### config.mk
export PLATFORM = sky130hd
export DESIGN_NAME = move_eval_top
export DESIGN_NICKNAME = d
export VERILOG_FILES = /design/src/logic/move_eval_pkg.sv /design/src/logic/best_select.sv /design/src/logic/first_move_stage.sv /design/src/logic/move_eval_top.sv /design/src/logic/move_fsm.sv /design/src/logic/point_score.sv /design/src/logic/reply_stage.sv /design/src/logic/step_check.sv
export SDC_FILE = /design/constraint.sdc
export NUM_CORES = 1
export LEC_CHECK = 0
export BUFFER_PORTS_ARGS = -buffer_cell sky130_fd_sc_hd__buf_2
export CAP_MARGIN = 30
export CORE_AREA = 4 4 233 235
export CTS_CLUSTER_DIAMETER = 120
export DETAILED_ROUTE_END_ITERATION = 7
export DIE_AREA = 0 0 237 239
export MAX_ROUTING_LAYER = met4
export PLACE_DENSITY = 0.73
export SLEW_MARGIN = 0
export SYNTH_ARGS = -nofsm -noshare
export SYNTH_HDL_FRONTEND = slang
export SYNTH_HIERARCHICAL = 1
export SYNTH_SLANG_ARGS = --single-unit
### constraint.sdc
create_clock -name clk -period 53.6 [get_ports clk]
set_input_delay 5.36 -clock clk [delete_from_list [all_inputs] [get_ports clk]]
set_output_delay 5.36 -clock clk [all_outputs]
set_load 0.02 [all_outputs]
### src/logic/move_eval_pkg.sv
`default_nettype none

package move_eval_pkg;

    // compass order with north at y+1 and east at x+1
    typedef enum logic [2:0] {
        dir_n,
        dir_ne,
        dir_e,
        dir_se,
        dir_s,
        dir_sw,
        dir_w,
        dir_nw
    } dir_t;

    typedef enum logic {
        blue = 1'b0,
        red  = 1'b1
    } color_t;

    typedef enum logic [1:0] {
        st_idle,
        st_perm_check,
        st_new_location,
        st_make_decision
    } ctrl_state_t;

    localparam int num_dirs   = 8;
    localparam int win_size   = 25;
    localparam int win_centre = 12;
    localparam int score_w    = 8;

    function automatic logic signed [1:0] dir_dx(dir_t d);
        case (d)
            dir_ne, dir_e, dir_se: return 2'sd1;
            dir_sw, dir_w, dir_nw: return -2'sd1;
            default:               return 2'sd0;
        endcase
    endfunction

    function automatic logic signed [1:0] dir_dy(dir_t d);
        case (d)
            dir_nw, dir_n, dir_ne: return 2'sd1;
            dir_se, dir_s, dir_sw: return -2'sd1;
            default:               return 2'sd0;
        endcase
    endfunction

    // opposite side of the compass
    function automatic dir_t dir_reverse(dir_t d);
        return dir_t'(d + 3'd4);
    endfunction

endpackage

`default_nettype wire

### src/logic/best_select.sv
`timescale 1ns/100ps
`default_nettype none

module best_select #(
    parameter int coord_w = 8
) (
    input  wire logic                  clk,
    input  wire logic                  rst,
    input  wire logic                  decide_en,
    input  wire logic                  my_move,
    input  wire logic [move_eval_pkg::num_dirs-1:0][move_eval_pkg::score_w-1:0] scores,
    input  wire logic [coord_w-1:0]    nloc_y,
    input  wire logic [coord_w-1:0]    length,
    input  wire move_eval_pkg::color_t color,
    input  wire logic [7:0]            target_lines,
    output logic      [move_eval_pkg::score_w-1:0] bestval
);
    import move_eval_pkg::*;

    logic [score_w-1:0] target_score;
    logic [score_w-1:0] max_s;
    logic [score_w-1:0] min_s;

    point_score #(
        .coord_w (coord_w)
    ) u_target (
        .y       (nloc_y),
        .length  (length),
        .color   (color),
        .lines   (target_lines),
        .legal   (1'b1),
        .score   (target_score)
    );

    // refused onward moves count as zero
    always_comb
    begin
        max_s = scores[0];
        min_s = scores[0];
        for (int n = 1; n < num_dirs; n++)
        begin
            if (scores[n] > max_s)
                max_s = scores[n];
            if (scores[n] < min_s)
                min_s = scores[n];
        end
    end

    // mover's own turn takes the best reply, else assume the worst
    always_comb
    begin
        if (!decide_en)
            bestval = '0;
        else if (my_move)
            bestval = target_score + max_s;
        else
            bestval = target_score + min_s;
    end

    a_bestval_quiet: assert property (@(posedge clk) disable iff (rst)
        !decide_en |-> (bestval == '0));

endmodule

`default_nettype wire

### src/logic/first_move_stage.sv
`timescale 1ns/100ps
`default_nettype none

module first_move_stage #(
    parameter int coord_w = 8
) (
    input  wire logic                clk,
    input  wire logic                rst,
    input  wire logic                perm_en,
    input  wire move_eval_pkg::dir_t direction,
    input  wire logic [coord_w-1:0]  current_x,
    input  wire logic [coord_w-1:0]  current_y,
    input  wire logic [coord_w-1:0]  width,
    input  wire logic [coord_w-1:0]  length,
    input  wire logic [24:0]         status,
    input  wire logic [7:0]          centre_lines,
    input  wire logic [7:0]          target_lines,
    output logic                     no_perm,
    output logic                     no_perm_valid,
    output logic      [coord_w-1:0]  nloc_x,
    output logic      [coord_w-1:0]  nloc_y,
    output logic      [4:0]          target_idx,
    output logic                     my_move
);
    import move_eval_pkg::*;

    logic [4:0]         idx;
    logic [coord_w-1:0] to_x;
    logic [coord_w-1:0] to_y;
    logic               legal;
    logic               on_border;

    // target sits at most one row and column off the window centre
    assign idx = 5'(win_centre + int'(dir_dx(direction)) - 5 * int'(dir_dy(direction)));

    step_check #(
        .coord_w   (coord_w)
    ) u_step (
        .from_x    (current_x),
        .from_y    (current_y),
        .width     (width),
        .length    (length),
        .dir       (direction),
        .point_ok  (status[idx]),
        .line_used (centre_lines[direction]),
        .blocked   (1'b0),
        .to_x      (to_x),
        .to_y      (to_y),
        .legal     (legal)
    );

    assign on_border = (to_x == '0) || (to_x == width) || (to_y == '0) || (to_y == length);

    always_ff @(posedge clk)
    begin
        if (rst)
        begin
            no_perm       <= 1'b0;
            no_perm_valid <= 1'b0;
        end
        else
        begin
            no_perm_valid <= perm_en;
            if (perm_en)
                no_perm <= !legal;
        end
    end

    // bounce when the ball lands on an old line or on the border
    always_ff @(posedge clk)
    begin
        if (perm_en)
        begin
            nloc_x     <= to_x;
            nloc_y     <= to_y;
            target_idx <= idx;
            my_move    <= (target_lines != 8'h00) || on_border;
        end
    end

endmodule

`default_nettype wire

### src/logic/move_eval_top.sv
`timescale 1ns/100ps
`default_nettype none

module move_eval_top #(
    parameter int coord_w = 8
) (
    input  wire logic                  clk,
    input  wire logic                  rst,
    input  wire logic                  start,
    input  wire move_eval_pkg::dir_t   direction,
    input  wire move_eval_pkg::color_t color,
    input  wire logic [coord_w-1:0]    current_x,
    input  wire logic [coord_w-1:0]    current_y,
    input  wire logic [coord_w-1:0]    width,
    input  wire logic [coord_w-1:0]    length,
    input  wire logic [24:0]           status,
    input  wire logic [7:0]            centre_lines,
    input  wire logic [7:0]            target_lines,
    input  wire logic [move_eval_pkg::num_dirs-1:0][7:0] neighbor_lines,
    output logic                       idle,
    output logic                       no_perm,
    output logic                       no_perm_valid,
    output logic                       finish,
    output logic                       my_move,
    output logic [move_eval_pkg::score_w-1:0] bestval
);
    import move_eval_pkg::*;

    logic                             perm_en;
    logic                             new_loc_en;
    logic                             decide_en;
    logic [coord_w-1:0]               nloc_x;
    logic [coord_w-1:0]               nloc_y;
    logic [4:0]                       target_idx;
    logic [num_dirs-1:0][score_w-1:0] scores;

    move_fsm u_fsm (
        .clk        (clk),
        .rst        (rst),
        .start      (start),
        .no_perm    (no_perm),
        .idle       (idle),
        .perm_en    (perm_en),
        .new_loc_en (new_loc_en),
        .decide_en  (decide_en),
        .finish     (finish)
    );

    first_move_stage #(
        .coord_w       (coord_w)
    ) u_first (
        .clk           (clk),
        .rst           (rst),
        .perm_en       (perm_en),
        .direction     (direction),
        .current_x     (current_x),
        .current_y     (current_y),
        .width         (width),
        .length        (length),
        .status        (status),
        .centre_lines  (centre_lines),
        .target_lines  (target_lines),
        .no_perm       (no_perm),
        .no_perm_valid (no_perm_valid),
        .nloc_x        (nloc_x),
        .nloc_y        (nloc_y),
        .target_idx    (target_idx),
        .my_move       (my_move)
    );

    reply_stage #(
        .coord_w        (coord_w)
    ) u_reply (
        .clk            (clk),
        .rst            (rst),
        .new_loc_en     (new_loc_en),
        .direction      (direction),
        .color          (color),
        .nloc_x         (nloc_x),
        .nloc_y         (nloc_y),
        .width          (width),
        .length         (length),
        .target_idx     (target_idx),
        .status         (status),
        .target_lines   (target_lines),
        .neighbor_lines (neighbor_lines),
        .scores         (scores)
    );

    best_select #(
        .coord_w      (coord_w)
    ) u_best (
        .clk          (clk),
        .rst          (rst),
        .decide_en    (decide_en),
        .my_move      (my_move),
        .scores       (scores),
        .nloc_y       (nloc_y),
        .length       (length),
        .color        (color),
        .target_lines (target_lines),
        .bestval      (bestval)
    );

endmodule

`default_nettype wire

### src/logic/move_fsm.sv
`timescale 1ns/100ps
`default_nettype none

module move_fsm (
    input  wire logic clk,
    input  wire logic rst,
    input  wire logic start,
    input  wire logic no_perm,
    output logic      idle,
    output logic      perm_en,
    output logic      new_loc_en,
    output logic      decide_en,
    output logic      finish
);
    import move_eval_pkg::*;

    ctrl_state_t state;

    always_ff @(posedge clk)
    begin
        if (rst)
            state <= st_idle;
        else
        begin
            case (state)
                st_idle:
                    if (start)
                        state <= st_perm_check;
                st_perm_check:
                    // refused move goes straight back
                    state <= no_perm ? st_idle : st_new_location;
                st_new_location:
                    state <= st_make_decision;
                default:
                    state <= st_idle;
            endcase
        end
    end

    assign idle       = (state == st_idle);
    assign perm_en    = idle && start;
    assign new_loc_en = (state == st_new_location);
    assign decide_en  = (state == st_make_decision);
    assign finish     = decide_en;

    //////////////////////////////////////////////////////////////////////
    // protocol checks

    a_finish_single: assert property (@(posedge clk) disable iff (rst)
        finish |=> !finish);

    a_idle_needs_start: assert property (@(posedge clk) disable iff (rst)
        (state == st_idle && !start) |=> (state == st_idle));

endmodule

`default_nettype wire

### src/logic/point_score.sv
`timescale 1ns/100ps
`default_nettype none

module point_score #(
    parameter int coord_w = 8
) (
    input  wire logic [coord_w-1:0]                y,
    input  wire logic [coord_w-1:0]                length,
    input  wire move_eval_pkg::color_t             color,
    input  wire logic [7:0]                        lines,
    input  wire logic                              legal,
    output logic      [move_eval_pkg::score_w-1:0] score
);
    import move_eval_pkg::*;

    logic [coord_w-1:0] progress;
    logic [3:0]         line_cnt;

    // red heads up the field, blue heads down
    assign progress = (color == red) ? y : length - y;

    always_comb
    begin
        line_cnt = '0;
        for (int n = 0; n < 8; n++)
            line_cnt = line_cnt + 4'(lines[n]);
    end

    assign score = legal ? score_w'(progress) + score_w'(line_cnt) : '0;

endmodule

`default_nettype wire

### src/logic/reply_stage.sv
`timescale 1ns/100ps
`default_nettype none

module reply_stage #(
    parameter int coord_w = 8
) (
    input  wire logic                  clk,
    input  wire logic                  rst,
    input  wire logic                  new_loc_en,
    input  wire move_eval_pkg::dir_t   direction,
    input  wire move_eval_pkg::color_t color,
    input  wire logic [coord_w-1:0]    nloc_x,
    input  wire logic [coord_w-1:0]    nloc_y,
    input  wire logic [coord_w-1:0]    width,
    input  wire logic [coord_w-1:0]    length,
    input  wire logic [4:0]            target_idx,
    input  wire logic [24:0]           status,
    input  wire logic [7:0]            target_lines,
    input  wire logic [move_eval_pkg::num_dirs-1:0][7:0] neighbor_lines,
    output logic [move_eval_pkg::num_dirs-1:0][move_eval_pkg::score_w-1:0] scores
);
    import move_eval_pkg::*;

    logic [num_dirs-1:0]              legal;
    logic [num_dirs-1:0]              legal_q;
    logic [num_dirs-1:0][coord_w-1:0] to_y;
    logic [num_dirs-1:0][coord_w-1:0] to_y_q;

    //////////////////////////////////////////////////////////////////////
    // one checker and one scorer per onward direction

    for (genvar n = 0; n < num_dirs; n++)
    begin : g_dir
        localparam int win_off = dir_dx(dir_t'(n)) - 5 * dir_dy(dir_t'(n));

        logic [4:0] idx;

        // offset wraps mod 32, the result stays inside the window
        assign idx = target_idx + 5'(win_off);

        step_check #(
            .coord_w   (coord_w)
        ) u_step (
            .from_x    (nloc_x),
            .from_y    (nloc_y),
            .width     (width),
            .length    (length),
            .dir       (dir_t'(n)),
            .point_ok  (status[idx]),
            .line_used (target_lines[n]),
            .blocked   (dir_t'(n) == dir_reverse(direction)),
            .to_x      (),
            .to_y      (to_y[n]),
            .legal     (legal[n])
        );

        point_score #(
            .coord_w (coord_w)
        ) u_score (
            .y       (to_y_q[n]),
            .length  (length),
            .color   (color),
            .lines   (neighbor_lines[n]),
            .legal   (legal_q[n]),
            .score   (scores[n])
        );
    end

    always_ff @(posedge clk)
    begin
        if (rst)
            legal_q <= '0;
        else if (new_loc_en)
            legal_q <= legal;
    end

    always_ff @(posedge clk)
    begin
        if (new_loc_en)
            to_y_q <= to_y;
    end

endmodule

`default_nettype wire

### src/logic/step_check.sv
`timescale 1ns/100ps
`default_nettype none

module step_check #(
    parameter int coord_w = 8
) (
    input  wire logic [coord_w-1:0]   from_x,
    input  wire logic [coord_w-1:0]   from_y,
    input  wire logic [coord_w-1:0]   width,
    input  wire logic [coord_w-1:0]   length,
    input  wire move_eval_pkg::dir_t  dir,
    input  wire logic                 point_ok,
    input  wire logic                 line_used,
    input  wire logic                 blocked,
    output logic      [coord_w-1:0]   to_x,
    output logic      [coord_w-1:0]   to_y,
    output logic                      legal
);
    import move_eval_pkg::*;

    // two extra bits hold the sign and the carry past the top edge
    logic signed [coord_w+1:0] nx;
    logic signed [coord_w+1:0] ny;
    logic                      x_in;
    logic                      y_in;

    always_comb
    begin
        nx = $signed({2'b00, from_x}) + dir_dx(dir);
        ny = $signed({2'b00, from_y}) + dir_dy(dir);
    end

    // negative or past the field edge means off the board
    assign x_in = !nx[coord_w+1] && (nx[coord_w:0] <= {1'b0, width});
    assign y_in = !ny[coord_w+1] && (ny[coord_w:0] <= {1'b0, length});

    assign to_x  = nx[coord_w-1:0];
    assign to_y  = ny[coord_w-1:0];
    assign legal = point_ok && !line_used && !blocked && x_in && y_in;

endmodule

`default_nettype wire
---- After elaboration in Yosys (flattened, before gate mapping) ----
Cells that the tools add are included.
storage, ports and cells
  bits in registers ....................... 58
  input bits .............................. 144
  output and inout bits ................... 13
  word-level logic and storage cells ...... 292
operators by class
  $add $sub $neg .......................... 95
  multiply operators ...................... 1
  order comparisons ....................... 32
  equality and inequality tests ........... 20
  mux-type cells .......................... 53
  reductions and logical operators ........ 80
operator list
  kind                  count
  $mux 8                28
  $add 4x1->4           36
  $add 8x4->8           9
  $gt 8x8->1            7
  $lt 8x8->1            7
  $le 9x8->1            6
  $lt 5x6->1 const B    9
  $bmux 1 s5            9
  $logic_and 1x1->1     42
  $add 3x1->4           9
  $sub 8x8->8           4
  $add 2x1->3           9
  $logic_not 1->1       22
  $add 5x5->5 const B   4
  $add 9x1->10 const B  2
  $add 9x2->10          2
  $add 1x1->2           9
  $add 8x1->9 const B   2
  $add 8x8->8           2
  $eq 8x8->1            2
  $le 8x8->1            2
  $logic_not 8->1       2
  $add 5x3->5 const B   3
  $eq 3x3->1 const A    4
  25 further kinds      50

---- Depth between registers and ports, before layout ----
  word-level depth ........................ 26
  depth in mapped cells ................... 101
  depth with buffers taken out ............ 97

---- Cells and area by module ----
Netlist, hierarchy kept.
modules (own cells, without submodules)
  module                                     instances  cells an instance  area an instance (um^2)  seq. area each (um^2)
  point_score                                9          112                929.6                    0.0
  step_check at u_first.u_step ...           7          157                1173.6                   0.0
  best_select                                1          615                4375.4                   0.0
  reply_stage                                1          250                3764.9                   2082.0
  step_check at u_reply.g_dir[6].u_step ...  2          150                1148.6                   0.0
  first_move_stage                           1          100                1470.2                   700.7
  move_fsm                                   1          11                 98.8                     40.0

---- Least setup slack after synthesis ----
No wires, ideal clock.
  path kind ............................... input-to-output
  start point ............................. input port length[0]
  end point ............................... output port bestval[7] in the netlist's numbering
  arrival ................................. 22.602 ns
  required time ........................... 48.240 ns
  setup slack ............................. 25.638 ns
  stages on the path ...................... 96
  buffers on the path ..................... 4
  path through ............................ inv_1 > ha_1 > inv_1 > fa_1 > mux2_2 > ha_1 > ha_1 > ha_1 > nor2b_1 > o21a_1 > a21bo_2 > and4bb_1 > xor3_1 > nor2b_1 > inv_1 > ha_1 > nand4_1 > or2_4 > (+60 left out) > nor2_1 > a211oi_1 > a21oi_1 > nand2_1 > a21boi_0 > nand2b_1 > o221ai_1 > ha_1 > a21o_1 > a21o_1 > nand2_1 > nand2b_1 > a21oi_1 > o21bai_1 > a21oi_1 > xor2_1 > or2_2 > mux2i_1
RTL lines
  what             line                 source
  start, declared  move_eval_top.sv:15  input wire logic [coord_w-1:0] length,
  end, declared    move_eval_top.sv:25  output logic [move_eval_pkg::score_w-1:0] bestval

==> results.json <==
{
  "slowest_stage": "a31oi_1",
  "synthArstFlopShare_pct": 0,
  "power_frac_comb_pct": 77.3,
  "final_cells": 4292,
  "cts.repair.resized": 0,
  "p_int_w": 0.000381,
  "min_period_ps": 30710,
  "synth_compound_area_share_pct": 20.9,
  "initial_utilization_pct": 54.7,
  "gp_congestion": 0.917,
  "synth_top_family_by_area": "adder cells",
  "rows": 84,
  "drc_errors": 0,
  "synthCells": 3383,
  "worstPathArrival_ps": 25350,
  "clockBufferDepth": 2,
  "antenna_cells": 0,
  "cts_buffers": 9,
  "avgSynthCellArea_sq_um": 8.45,
  "cts.clk_slew.worst_paths_ps": 70,
  "synth-xor-area-share_pct": 5.99,
  "muxShareOfSynthArea_pct": 7.78,
  "vdd_ir_drop_max_mv": 0.0243,
  "dp.cells": 4275,
  "die_h_um": 239,
  "outcome": "complete, no violations",
  "synth_ff_type": "edfxtp_1",
  "root_buffer": "clkbuf_16",
  "setup_viol": 0,
  "critical_path_class": "input pin to output pin",
  "pre_cts_ws_ps": 23080,
  "dieArea_sq_um": 56600,
  "max_stage_delay_ps": 610,
  "io_pins": 157,
  "dp_hpwl_um": 57000,
  "synth-seq-area-share_pct": 9.87,
  "hp-class": "flop to flop",
  "via_count": 24774,
  "grt_usage_pct": 25.3,
  "cts_htree_levels": 3,
  "layout_setup_ws_ps": 22890,
  "leakage_nw": 14.7,
  "endpoint_kind": "output pin",
  "layout-drive-gt1-share_pct": 11.5,
  "p_switching_w": 0.000363,
  "pwr-share-clk_pct": 8.6,
  "nets": 4354,
  "cts_tree": "done",
  "post-route-util_pct": 58.4,
  "syn2layout_area_growth_pct": 6.63,
  "grt_pass1_wl_um": 116000,
  "io_buffers": 156,
  "final_common_cell": "ha_1",
  "max-slew-margin-rel_pct": 32.9,
  "post-cts-setup-buffer-count": 0,
  "rsz0062_at_grt": "false",
  "antenna_found_initial": 0,
  "fin_hold_ws_ps": 533,
  "grt_max_degree": 120,
  "grt_overflow_total": 0,
  "setup-tns-final_ps": 0,
  "synth_fa_ha_area_share_pct": 28.7,
  "drv_slew": 0,
  "cts_num_sinks": 98,
  "ys_ff_latch": 98,
  "drt_wl_total_um": 71700,
  "path_max_fanout": 19,
  "drtIter0Drc": 1723,
  "wl_per_cell_um": 16.7,
  "worst_pin_slew_ps": 1000,
  "cap_violations": 0,
  "clk-insertion-delay-late_ps": 370,
  "synth-simple-area-share_pct": 18.1,
  "cellPowerDensity_nw_per_um2": 24.4,
  "finClkSkew_ps": 14.0,
  "sequentialPowerShare_pct": 14.2,
  "core_sq_um": 52200,
  "whs_path_depth": 2,
  "r2r_cells": 16,
  "fin_crit_sh_pct": 57.3,
  "ys_types": 105,
  "synth_area_sq_um": 28600,
  "final_cell_mix": "ha_1 (538), inv_1 (527), nor2_1 (233)",
  "synth_edf_count": 86,
  "sw_frac_of_total_pct": 48.8,
  "cts_hold_buf": 0,
  "vias_per_cell": 5.77,
  "hold_viol": 0,
  "firstDrtPassIters": 5,
  "die-width_um": 237,
  "ant_nets": 0,
  "startpoint_type": "input pin",
  "fmax_mhz": 32.6,
  "worstPathRequired_ps": 48240,
  "grt_pass1_vias": 23167,
  "synth_warnings": 6
}
-- power by group through the flow --
stage,registers (W),logic (W),clock network (W)
5_1_grt,0.000106,0.000643,0.0000678
6_report,0.000105,0.000575,0.0000638
2_1_floorplan,0.000103,0.000444,0
3_3_place_gp,0.000107,0.000552,0
3_5_place_dp,0.000107,0.000560,0
4_1_cts,0.000105,0.000564,0.0000659
-- stage by stage --
stage,cell area [sq um],power [W]
after floorplan,28900,0.000547
after global placement,30200,0.000659
after detailed placement,30200,0.000667
after CTS,30500,0.000736
after global routing,30500,0.000817
final,30500,0.000744
-- sequential cells by signal, summed over array words and instances (netlist names) --
signal,flops
u_first/target_idx,5
u_first/no_perm,1
u_reply/legal_q,8
u_first/my_move,1
u_fsm/state,2
u_reply/to_y_q,64
u_first/nloc_x,8
u_first/no_perm_valid,1
u_first/nloc_y,8
-- cell families after synthesis --
kind of cell,Yosys count
simple gates,924
mux,174
other cells,4
xor+xnor,175
buf+inv,579
compound gates,817
fa+ha+maj,612
flops,98
-- critical path, delay by kind of cell --
family	cells	cell delay (ps)
compound gates	41	8420
fa+ha+maj	13	3990
simple gates	27	4190
xor+xnor	2	450
mux	5	1450
buf+inv	9	1420
-- cells in the mapped netlist, drive strengths merged (38+ instances only) --
library cell / number / area share, %
xor2: 49 / 1.6
inv: 527 / 6.9
nand3: 66 / 1.5
xnor2: 117 / 3.7
mux2: 39 / 1.6
ha: 538 / 24
nor2b: 116 / 2.6
nand2: 133 / 1.7
nand2b: 41 / 0.90
a21oi: 197 / 3.6
nor3: 38 / 0.67
nand4: 53 / 1.2
edfxtp: 86 / 9.0
fa: 73 / 5.1
o21ai: 187 / 3.4
a211oi: 52 / 1.5
o21a: 73 / 1.9
mux2i: 104 / 3.6
nor2: 233 / 3.1
a21o: 52 / 1.4
-- layout make-up --
cell class	instances	area, sq um
clock buffer	11	233
clock inverter	5	41.3
fill	4766	21800
inverter	529	1990
multi-input combinational	2785	23600
sequential	98	2820
tap	688	861
timing repair buffer	176	937
-- layer usage --
| metal | up-vias | GRT usage, % | part of all wire (%) |
|---|---|---|---|
| met5 | - | - | 0 |
| met4 | 0 | 5.84 | 2.0 |
| met3 | 88 | 1.44 | 4.4 |
| met2 | 615 | 41.6 | 46 |
| met1 | 11503 | 34.5 | 47 |
| li1 | 12568 | - | - |
-- worst paths after layout --
path	startpoint	slack (ps)	endpoint
max	length[0]	22890	bestval[7]
min	u_fsm/state[1]$_SDFFE_PP0P_	530	u_fsm/state[0]$_SDFFE_PP0P_
max reg2reg	u_first/nloc_x[0]$_DFFE_PP_	49540	u_reply/legal_q[2]$_SDFFE_PP0P_
min reg2reg	u_fsm/state[1]$_SDFFE_PP0P_	530	u_fsm/state[0]$_SDFFE_PP0P_
(Power assumes the default switching activity.)
